`src/verilog/anc_settings.svh`:
```
// relay times are counted in tick_ms pulses (1 ms each); tick counters must hold the longest time
`ifndef ANC_SETTINGS_SVH
`define ANC_SETTINGS_SVH

// ------------------------------------------------------------------------
// G-15 level lines and I/O Writer magnets
// ------------------------------------------------------------------------
`define ANC_LEVELS          5   // lev1..lev5 from the G-15
`define ANC_MAG_COUNT       47  // typebars 0..43, then cr, tab, space
`define ANC_MAG_CR          44  // carriage return magnet
`define ANC_MAG_TAB         45  // tab magnet
`define ANC_MAG_SPACE       46  // space bar magnet

// ------------------------------------------------------------------------
// relay timing in ms ticks
// ------------------------------------------------------------------------
`define ANC_TICK_W          5   // up to 31 ticks per transition
`define ANC_LEV_MAKE_TICKS  10  // level relay pull-in
`define ANC_LEV_BREAK_TICKS 20  // level relay release, slowed by diode bypass
`define ANC_CTL_MAKE_TICKS  10  // type and exc relay pull-in
`define ANC_CTL_BREAK_TICKS 10  // type and exc relay release

`endif

```
`src/verilog/anc_pkg.sv`:
```
// numeric output path only; widths here track the counts in anc_settings.svh

package anc_pkg;

    // ------------------------------------------------------------------------
    // vectors that carry a meaning
    // ------------------------------------------------------------------------

    // one bit per G-15 level line
    typedef logic [4:0] level_code_t;   // bit 0 is lev1, bit 4 is lev5

    // one bit per I/O Writer magnet
    typedef logic [46:0] magnet_vec_t;  // 0..43 typebars, 44 cr, 45 tab, 46 space

    // relay transition timer
    typedef logic [4:0] tick_count_t;   // counts tick_ms pulses

    // ------------------------------------------------------------------------
    // relay contact state
    // ------------------------------------------------------------------------
    typedef enum logic [1:0] {
        rly_open     = 2'b00,  // coil off, contact open
        rly_making   = 2'b01,  // coil on, pull-in running
        rly_made     = 2'b11,  // coil on, contact closed
        rly_breaking = 2'b10   // coil off, release running
    } relay_state_e;

endpackage

```
`src/verilog/coupler_relay.sv`:
```
// tick_ms must be a one-clock pulse; make and break times must be 1..31 ticks
`timescale 1ns/1ns

`include "anc_settings.svh"

module coupler_relay
    import anc_pkg::*;
#(
    parameter int unsigned make_ticks  = `ANC_CTL_MAKE_TICKS,  // pull-in time
    parameter int unsigned break_ticks = `ANC_CTL_BREAK_TICKS  // release time
) (
    input  logic CLOCK,
    input  logic rst_n,
    input  logic tick_ms,   // 1 ms strobe
    input  logic enable,    // coil drive
    output logic made       // contact closed
);

    // last count before the contact moves
    localparam tick_count_t make_last  = `ANC_TICK_W'(make_ticks - 1);
    localparam tick_count_t break_last = `ANC_TICK_W'(break_ticks - 1);

    relay_state_e state, state_nxt;
    tick_count_t  count, count_nxt;
    logic         make_due;   // pull-in completes on this edge
    logic         break_due;  // release completes on this edge

    assign make_due  = tick_ms && (count == make_last);
    assign break_due = tick_ms && (count == break_last);

    // ------------------------------------------------------------------------
    // coil vs contact; count only while they disagree
    // ------------------------------------------------------------------------
    always_comb begin
        state_nxt = state;
        count_nxt = '0;                               // cleared when coil matches
        case (state)
            rly_open, rly_making: begin
                if (!enable) begin
                    state_nxt = rly_open;             // short pulse filtered out
                end else if (make_due) begin
                    state_nxt = rly_made;             // armature pulled in
                end else begin
                    state_nxt = rly_making;
                    count_nxt = count + tick_count_t'(tick_ms);
                end
            end
            rly_made, rly_breaking: begin
                if (enable) begin
                    state_nxt = rly_made;             // coil back on, release cancelled
                end else if (break_due) begin
                    state_nxt = rly_open;             // spring pulls contact open
                end else begin
                    state_nxt = rly_breaking;
                    count_nxt = count + tick_count_t'(tick_ms);
                end
            end
            default: begin
                state_nxt = rly_open;
            end
        endcase
    end

    always_ff @(posedge CLOCK) begin
        if (!rst_n) begin
            state <= rly_open;                        // all contacts open after reset
            count <= '0;
        end else begin
            state <= state_nxt;
            count <= count_nxt;
        end
    end

    // contact is closed in made and while release is still running
    assign made = (state == rly_made) || (state == rly_breaking);

endmodule

```
`src/verilog/type_strobe_gate.sv`:
```
// TYPE must stay up for a whole output line; no alpha mode, no input-writer paths
`timescale 1ns/1ns

`include "anc_settings.svh"

module type_strobe_gate
    import anc_pkg::*;
(
    input  logic        CLOCK,
    input  logic        rst_n,
    input  logic        tick_ms,     // 1 ms strobe
    input  logic        type_in,     // G-15 TYPE, held for the line
    input  logic        exc_in,      // G-15 EXC character strobe
    input  logic        ilk,         // typewriter space/cr/tab interlock contact
    input  level_code_t lev_in,      // G-15 level lines
    output level_code_t lev_enable,  // coil drive to the level relays
    output logic        exc_made,    // exc relay contact
    output logic        lev3_fb      // interlock back to the G-15 on lev3
);

    logic type_made;   // type relay contact
    logic exc_enable;  // exc relay coil

    // ------------------------------------------------------------------------
    // type relay buffers the G-15 TYPE line
    // ------------------------------------------------------------------------
    coupler_relay #(
        .make_ticks  (`ANC_CTL_MAKE_TICKS),
        .break_ticks (`ANC_CTL_BREAK_TICKS)
    ) type_relay (
        .CLOCK   (CLOCK),
        .rst_n   (rst_n),
        .tick_ms (tick_ms),
        .enable  (type_in),
        .made    (type_made)
    );

    // ------------------------------------------------------------------------
    // exc relay, coil fed through the type contact
    // ------------------------------------------------------------------------
    assign exc_enable = type_made & exc_in;  // no strobe unless typing

    coupler_relay #(
        .make_ticks  (`ANC_CTL_MAKE_TICKS),
        .break_ticks (`ANC_CTL_BREAK_TICKS)
    ) exc_relay (
        .CLOCK   (CLOCK),
        .rst_n   (rst_n),
        .tick_ms (tick_ms),
        .enable  (exc_enable),
        .made    (exc_made)   // decoder only fires while this is closed
    );

    // ------------------------------------------------------------------------
    // level coils and lev3 feedback through the type contact
    // ------------------------------------------------------------------------
    // level coils see the G-15 lines only while typing
    assign lev_enable = lev_in & {`ANC_LEVELS{type_made}};

    // space, cr and tab hold ilk closed while the carriage moves,
    // the G-15 waits on lev3 before the next character
    assign lev3_fb = type_made & ilk;

endmodule

```
`src/verilog/numeric_magnet_decoder.sv`:
```
// hex numeric codes only; at most one magnet per code, no shift magnet driven
`timescale 1ns/1ns

`include "anc_settings.svh"

module numeric_magnet_decoder
    import anc_pkg::*;
(
    input  level_code_t lev_made,  // level relay contacts, lev5 in bit 4
    input  logic        exc_made,  // exc relay contact
    output magnet_vec_t mag        // typewriter magnet drive
);

    // control magnets and the no-magnet marker
    localparam logic [5:0] mag_cr    = 6'(`ANC_MAG_CR);
    localparam logic [5:0] mag_tab   = 6'(`ANC_MAG_TAB);
    localparam logic [5:0] mag_space = 6'(`ANC_MAG_SPACE);
    localparam logic [5:0] mag_none  = 6'(`ANC_MAG_COUNT);  // one past the last magnet

    logic [5:0] mag_idx;  // selected magnet
    logic       mag_hit;  // a magnet fires

    // ------------------------------------------------------------------------
    // code to magnet number, diode matrix in the coupler
    // ------------------------------------------------------------------------
    always_comb begin
        mag_idx = mag_none;
        if (lev_made[4]) begin
            // lev5 set, digits and u..z
            case (lev_made[3:0])
                4'd0:    mag_idx = 6'd35;  // 0 )
                4'd1:    mag_idx = 6'd39;  // 1
                4'd2:    mag_idx = 6'd3;   // 2 +
                4'd3:    mag_idx = 6'd7;   // 3
                4'd4:    mag_idx = 6'd11;  // 4 $
                4'd5:    mag_idx = 6'd15;  // 5 =
                4'd6:    mag_idx = 6'd19;  // 6
                4'd7:    mag_idx = 6'd23;  // 7 [
                4'd8:    mag_idx = 6'd27;  // 8 ]
                4'd9:    mag_idx = 6'd31;  // 9 (
                4'd10:   mag_idx = 6'd25;  // u, hex ten
                4'd11:   mag_idx = 6'd16;  // v, hex eleven
                4'd12:   mag_idx = 6'd5;   // w
                4'd13:   mag_idx = 6'd8;   // x
                4'd14:   mag_idx = 6'd21;  // y
                4'd15:   mag_idx = 6'd4;   // z
                default: mag_idx = mag_none;
            endcase
        end else begin
            // lev5 clear, lev4 not wired in this half of the matrix
            case (lev_made[2:0])
                3'b000:  mag_idx = mag_space;  // space
                3'b001:  mag_idx = 6'd43;      // minus sign
                3'b010:  mag_idx = mag_cr;     // carriage return
                3'b011:  mag_idx = mag_tab;    // tab
                3'b110:  mag_idx = 6'd36;      // period
                default: mag_idx = mag_none;   // 100, 101, 111 type nothing
            endcase
        end
    end

    // ------------------------------------------------------------------------
    // magnet drive through the exc contact
    // ------------------------------------------------------------------------
    assign mag_hit = exc_made && (mag_idx != mag_none);

    always_comb begin
        mag = '0;                   // all magnets off between strobes
        if (mag_hit) begin
            mag[mag_idx] = 1'b1;    // single typebar or control magnet
        end
    end

endmodule

```
`src/verilog/anc_output_writer.sv`:
```
// output writer only, numeric mode; the G-15 paces by timing, no back-pressure
`timescale 1ns/1ns

`include "anc_settings.svh"

module anc_output_writer
    import anc_pkg::*;
(
    input  logic        CLOCK,
    input  logic        rst_n,
    input  logic        tick_ms,  // 1 ms strobe
    input  logic        type_in,  // G-15 TYPE
    input  logic        exc_in,   // G-15 EXC
    input  logic        ilk,      // space/cr/tab interlock
    input  level_code_t lev_in,   // G-15 level lines
    output magnet_vec_t mag,      // I/O Writer magnets
    output logic        lev3_fb   // interlock feedback on lev3
);

    level_code_t lev_enable;  // gated level coils
    level_code_t lev_made;    // level relay contacts
    logic        exc_made;    // exc relay contact

    // ------------------------------------------------------------------------
    // type/exc relays and TYPE gating
    // ------------------------------------------------------------------------
    type_strobe_gate type_strobe_gate_inst (
        .CLOCK      (CLOCK),
        .rst_n      (rst_n),
        .tick_ms    (tick_ms),
        .type_in    (type_in),
        .exc_in     (exc_in),
        .ilk        (ilk),
        .lev_in     (lev_in),
        .lev_enable (lev_enable),
        .exc_made   (exc_made),
        .lev3_fb    (lev3_fb)
    );

    // ------------------------------------------------------------------------
    // level relays, slow release so exc breaks the magnet current first
    // ------------------------------------------------------------------------
    for (genvar i = 0; i < `ANC_LEVELS; i++) begin : g_lev_relay
        coupler_relay #(
            .make_ticks  (`ANC_LEV_MAKE_TICKS),
            .break_ticks (`ANC_LEV_BREAK_TICKS)  // diode bypass on the coil
        ) lev_relay (
            .CLOCK   (CLOCK),
            .rst_n   (rst_n),
            .tick_ms (tick_ms),
            .enable  (lev_enable[i]),
            .made    (lev_made[i])
        );
    end

    // ------------------------------------------------------------------------
    // code to magnet
    // ------------------------------------------------------------------------
    numeric_magnet_decoder numeric_magnet_decoder_inst (
        .lev_made (lev_made),
        .exc_made (exc_made),
        .mag      (mag)
    );

endmodule

```
`config.mk`:
```
export PLATFORM = sky130hd
export DESIGN_NAME = anc_output_writer
export DESIGN_NICKNAME = d
export VERILOG_FILES = /design/src/verilog/anc_pkg.sv /design/src/verilog/coupler_relay.sv /design/src/verilog/type_strobe_gate.sv /design/src/verilog/numeric_magnet_decoder.sv /design/src/verilog/anc_output_writer.sv
export VERILOG_INCLUDE_DIRS = /design/src /design/src/verilog
export SDC_FILE = /design/constraint.sdc
export NUM_CORES = 1
export LEC_CHECK = 0
export BUFFER_PORTS_ARGS = -buffer_cell sky130_fd_sc_hd__buf_2
export CAP_MARGIN = 20
export CORE_ASPECT_RATIO = 0.9
export CORE_MARGIN = 2
export CORE_UTILIZATION = 53
export DETAILED_ROUTE_END_ITERATION = 10
export GPL_TIMING_DRIVEN = 0
export HOLD_SLACK_MARGIN = 0.05
export PLACE_DENSITY = 0.8
export SYNTH_ARGS = -nofsm -noshare
export SYNTH_HDL_FRONTEND = slang
export SYNTH_SLANG_ARGS = --single-unit
```
`constraint.sdc`:
```
create_clock -name CLOCK -period 1.99 [get_ports CLOCK]
set_clock_uncertainty 0.15 [all_clocks]
set_input_delay 0.398 -clock CLOCK [delete_from_list [all_inputs] [get_ports CLOCK]]
set_output_delay 0.398 -clock CLOCK [all_outputs]
set_load 0.01 [all_outputs]
```
# Word-level counts from Yosys, hierarchy flattened
# Memory sizes are Yosys's and may differ from the RTL's.
# Cells that the tools add are included.
# word_totals
register_bits	49
romBits	96
input_bits	11
out_inout_bits	48
word_cells	181
n_memories	1
# classes
addsub	7
magnitude_cmp	2
n_eq_ne	38
n_mux	73
n_bitwise	3
n_reduce_logical	43
# memory_table
memory	depth	word_bits	rd	rd_clocked_by_memory_dff	wr	line	rtl
(no name shown)	16	6	1	0	0	numeric_magnet_decoder.sv:30	case (lev_made[3:0])
# op_table
op	count
$mux W5	26
$pmux W5 S2	7
$mux W2	28
$mux W47	1
$add A5 B1 Y5	7
$eq A5 B4 Y1 const B	7
$eq A2 B2 Y1 const B	14
$pmux W2 S2	7
$reduce_or A2 Y1	14
$eq A5 B5 Y1 const B	5
$pmux W4 S5	1
$eq A2 B1 Y1 const B	7
$logic_and A1 B1 Y1	14
$logic_not A2 Y1	7
$logic_or A1 B1 Y1	7
$lt A6 B7 Y1 const B	1
$demux W1 S6	1
$eq A3 B2 Y1 const B	2
$ge A6 B1 Y1 const B	1
$mux W6	1
$ne A6 B6 Y1 const B	1
$and A5 B5 Y5	1
$eq A3 B1 Y1 const B	1
$eq A3 B3 Y1 const B	1
3 further kinds	4

# Longest topological paths before layout
# depth
depth_word	10
ltp_mapped	5
mapped_depth_nobuf	5

# Cells and area by module
# A second synthesis with hierarchy kept.
# unflattened
cells_unflattened	285
hier_area_um2	2561.2
# modules_own_cells
module	instances	cells_per_inst	area_per_inst_um2	seq_area_each_um2
coupler_relay (g_lev_relay[0].lev_relay ...)	5	33	322.8	120.1
coupler_relay (type_strobe_gate_inst.exc_relay ...)	2	27	274.0	120.1
numeric_magnet_decoder	1	59	355.3	0.0
type_strobe_gate	1	7	43.8	0.0

# Worst setup path before layout
# Ideal clock, no wire load.
# synth_timing
path_type	reg2out
start	register g_lev_relay[3].lev_relay.state[1]
end	output mag[35]
arrival_ns	1.024
required_time_ns	1.442
setup_slack_ns	0.418
stages_incl_launch_ff	3
n_path_buf	0
path_cell_list	dfxtp_1 -> or3b_2 -> nor2_1
# synth_via
elab_chain_cells	9
word_cells_on_any_way	13
cone_classes	order compare (2); eq/ne (3); mux (4); reduce/logical (3); memory (1)
# synth_rtl
item	line	rtl
start, declared	coupler_relay.sv:23	relay_state_e state, state_nxt;
start signal, assigned	coupler_relay.sv:66	state <= rly_open;
start signal, assigned	coupler_relay.sv:69	state <= state_nxt;
$eq A2 B2 Y1	coupler_relay.sv:75	assign made = (state == rly_made) || (state == rly_breaking);
$logic_or A1 B1 Y1 *	coupler_relay.sv:75	
$mem_v2 Z16 W6 *	n/a	
$mux W6 *	numeric_magnet_decoder.sv:28	if (lev_made[4]) begin
$lt A6 B7 Y1 (implied by the code) or $ge A6 B1 Y1 (tied branches)	numeric_magnet_decoder.sv:70	mag[mag_idx] = 1'b1;
$logic_and A1 B1 Y1 (implied by the code)	numeric_magnet_decoder.sv:70	
$mux W1 (implied by the code)	numeric_magnet_decoder.sv:70	
$demux W1 S6	n/a	
$mux W47 *	numeric_magnet_decoder.sv:69	if (mag_hit) begin
end, declared	anc_output_writer.sv:16	output magnet_vec_t mag,
# Mark *: on every way between the ends. The rest lies on a longest branch, timed or not.

# Worst setup path in the final report
# layout_timing
start	register g_lev_relay[0].lev_relay.state[1]
end	output mag[19]
# layout_via
elab_chain_cells	10
word_cells_on_any_way	19
cone_classes	order compare (2); eq/ne (7); mux (5); reduce/logical (4); memory (1)
# layout_rtl
item	line
start, declared	coupler_relay.sv:23
start signal, assigned	coupler_relay.sv:66
start signal, assigned	coupler_relay.sv:69
$eq A2 B2 Y1	coupler_relay.sv:75
$logic_or A1 B1 Y1 *	coupler_relay.sv:75
branches (longest 2 deep; another with $mem_v2 Z16 W6)	n/a
$mux W6 *	numeric_magnet_decoder.sv:28
$lt A6 B7 Y1 (implied by the code) or $ge A6 B1 Y1 (tied branches)	numeric_magnet_decoder.sv:70
$logic_and A1 B1 Y1 (implied by the code)	numeric_magnet_decoder.sv:70
$mux W1 (implied by the code)	numeric_magnet_decoder.sv:70
$demux W1 S6	n/a
$mux W47 *	numeric_magnet_decoder.sv:69
# Every way passes the cells marked *.

==> metrics.yaml <==
drv_slew: 0
vdd_drop_max_mv: 0.518
drive_gt1_share_pct: 26.1
dp.cells: 385
reg2reg_depth: 3
drt_pass1_iterations: 4
grt.overflow.total: 0
pwr-share-clk_pct: 42.1
grt_max_degree: 15
nNetsFinal: 358
required_ns: 1.44
clkSlewWorstSetupHoldPaths_ns: 0.08
hp-class: "in -> reg"
min_period_ns: 1.97
cp-endpoint: "mag[19]"
rr_endpoint: "g_lev_relay[1].lev_relay.count[1]"
die_h_um: 67.9
postLayoutCoreUtil_pct: 65.8
start_util_pct: 54.6
drc_errors: 0
synth-seq-cells: 42
cts_num_sinks: 42
status: "complete, no violations"
nFillCells: 375
layout_common_cells: "dfxtp_1, buf_2, buf_4, conb_1, nor2_1"
ant_nets: 0
cts-hold-fix-buffers: 0
p_per_area_mw_per_mm2: 562
num_antenna_cells: 0
critPathArrivalTime_ns: 1.42
grt_pass1_vias: 1837
finalSetupViolations: 0
seq_power_share_pct: 51.7
hold_violations: 0
switching_share_pct: 20.8
ios: 59
p_sw_uw: 339
fin_crit_sh_pct: 98.8
antenna_found_initial: 0
multi_input_area_mm2: 0.00142
max-slew-margin-rel_pct: 63.2
seqCellArea_um2: 843
rrSetupSlack_ns: 0.41
synthToLayoutAreaGrowth_pct: 20.6
core_region_area_mm2: 0.00440
drt-total-wl_mm: 4.87
drt_iter0_drc: 89
crit_type: "reg -> out"
fmax_ghz: 0.509
setup_tns_ns: 0
grt_use_total_pct: 20.8
avgViaCountPerCell: 5.12
cts-buffers-inserted: 5
synth_cell_types: 36
start_kind: "flip-flop"
fin_hold_ws_ns: 0.289
num_vias: 2024
root_buffer: "clkbuf_8"
crit_fanout: 7
syn_inst: 267
r2r_start: "g_lev_relay[1].lev_relay.count[3]"
p_int_uw: 1290
avgSynthCellArea_um2: 9.01
gp_congestion: 0.900
grt_first_pass_wirelength_mm: 7.92
io_buffers: 31
rsz0062_at_grt: "false"
insertion_delay_ns: 0.30
hold_depth: 4
dp_hpwl_mm: 3.72
mostFrequentLayoutCell: "dfxtp_1"
yosysWarnings: 0
crit_start: "g_lev_relay[0].lev_relay.state[1]"
endpoint_kind: "output port"
die_area_mm2: 0.00509
tightest_slew_ns: 0.546
cts_buffer_depth: 2
power_frac_comb_pct: 6.2
std_cell_rows: 23
p_leak_uw: 0.00120
ys_seq_area_share_pct: 35.0
htreeDepth: 2
netlist_area_mm2: 0.00240
cts_tree: "done"
wl_per_cell_um: 12.3
drv_cap: 0
finalNonFillerCells: 395
die_w_um: 75.0
[timing repair]
item	CTS	global route
pin swaps	2	3
cloned	0	0
endpoints found under the setup margin	14	8
gates resized for setup	7	8
buffers inserted	0	3
[how the worst min path moves through the flow]
stage,start,endpoint,slack [ns]
after CTS,type_in,type_strobe_gate_inst.type_relay.state[1],0.28
after detailed placement,type_strobe_gate_inst.type_relay.count[4],type_strobe_gate_inst.type_relay.count[4],0.34
after global placement,type_strobe_gate_inst.type_relay.count[4],type_strobe_gate_inst.type_relay.count[4],0.34
after global routing,type_in,type_strobe_gate_inst.type_relay.state[1],0.32
after floorplan,type_strobe_gate_inst.type_relay.count[4],type_strobe_gate_inst.type_relay.count[4],0.32
final,type_in,type_strobe_gate_inst.type_relay.state[1],0.29
[metrics by stage]
stage	area (um2)	setup slack, ns	power [uW]
6_report	2900	0.0246	1630
5_1_grt	2900	0.00542	1690
4_1_cts	2860	-0.00591	1640
3_5_place_dp	2730	0.146	961
3_3_place_gp	2730	0.189	960
2_1_floorplan	2500	0.418	939
[sequential cells by signal, summed over array words and instances (netlist names)]
signal                                  count
type_strobe_gate_inst.type_relay.state      1
type_strobe_gate_inst.type_relay.count      5
type_strobe_gate_inst.exc_relay.state       1
g_lev_relay.lev_relay.count                25
g_lev_relay.lev_relay.state                 5
type_strobe_gate_inst.exc_relay.count       5
[metal layers]
layer | up-vias | track usage, % | part of all wire (%)
met5 | - | 0 | 0
met4 | 0 | 8.04 | 1.5
met3 | 8 | 4.42 | 5.0
met2 | 43 | 35.5 | 50
met1 | 932 | 25.5 | 43
li1 | 1041 | - | -
[Yosys cell counts (all sizes together)]
cell type  instances  area (um2)
a21boi            10        75.1
a21oi             17        85.1
a32o               4        40.0
and2               2        12.5
and3               1        6.26
and3b              1        8.76
and4b              4        40.0
buf               30         215
clkbuf             2        7.51
conb               1        3.75
dfxtp             42         841
ha                14         175
inv               11        41.3
nand2              7        26.3
nand2b             2        12.5
nand3             17        85.1
nand3b            14         105
nand4bb            2        22.5
nor2              25        93.8
nor3               9        45.0
nor3b              1        7.51
nor4               4        25.0
o2111ai            6        58.8
o211ai             1        7.51
o21ai              2        10.0
o22ai              1        6.26
o311ai             1        8.76
o31ai              1        7.51
o41ai              4        65.1
or3                2        12.5
or3b               6        52.6
xnor2             12         105
xor2              11        96.3
[power groups by stage]
stage / sequential [uW] / clock (uW) / combinational (uW)
3_5_place_dp: 862 / 0 / 99.1
3_3_place_gp: 862 / 0 / 98.2
4_1_cts: 842 / 703 / 99.3
2_1_floorplan: 861 / 0 / 77.4
6_report: 842 / 685 / 101
5_1_grt: 842 / 737 / 115
[worst max-delay path, cell delays in order (launching register included)]
cell,delay (ns)
dfxtp_2,0.36
nand3b_1,0.28
buf_4,0.21
nor2_1,0.12
buf_2,0.15
[final cells by class]
type | instances | area share [%]
clock inverter | 1 | 1.04
tap | 62 | 2.68
clock buffer | 6 | 2.85
buffer | 32 | 7.94
sequential | 42 | 29.1
multi-input combinational | 207 | 48.9
inverter | 11 | 1.42
timing repair buffer | 34 | 6.13
[cells by family after synthesis]
| logic type | Yosys count | synth area share (%) |
|---|---|---|
| fa+ha+maj | 14 | 7.28 |
| flops | 42 | 35.0 |
| buf+inv | 43 | 11.0 |
| xor+xnor | 23 | 8.38 |
| simple gates | 97 | 23.1 |
| other cells | 1 | 0.156 |
| compound gates | 47 | 15.1 |
No activity file was read; power rests on OpenSTA's default activity.
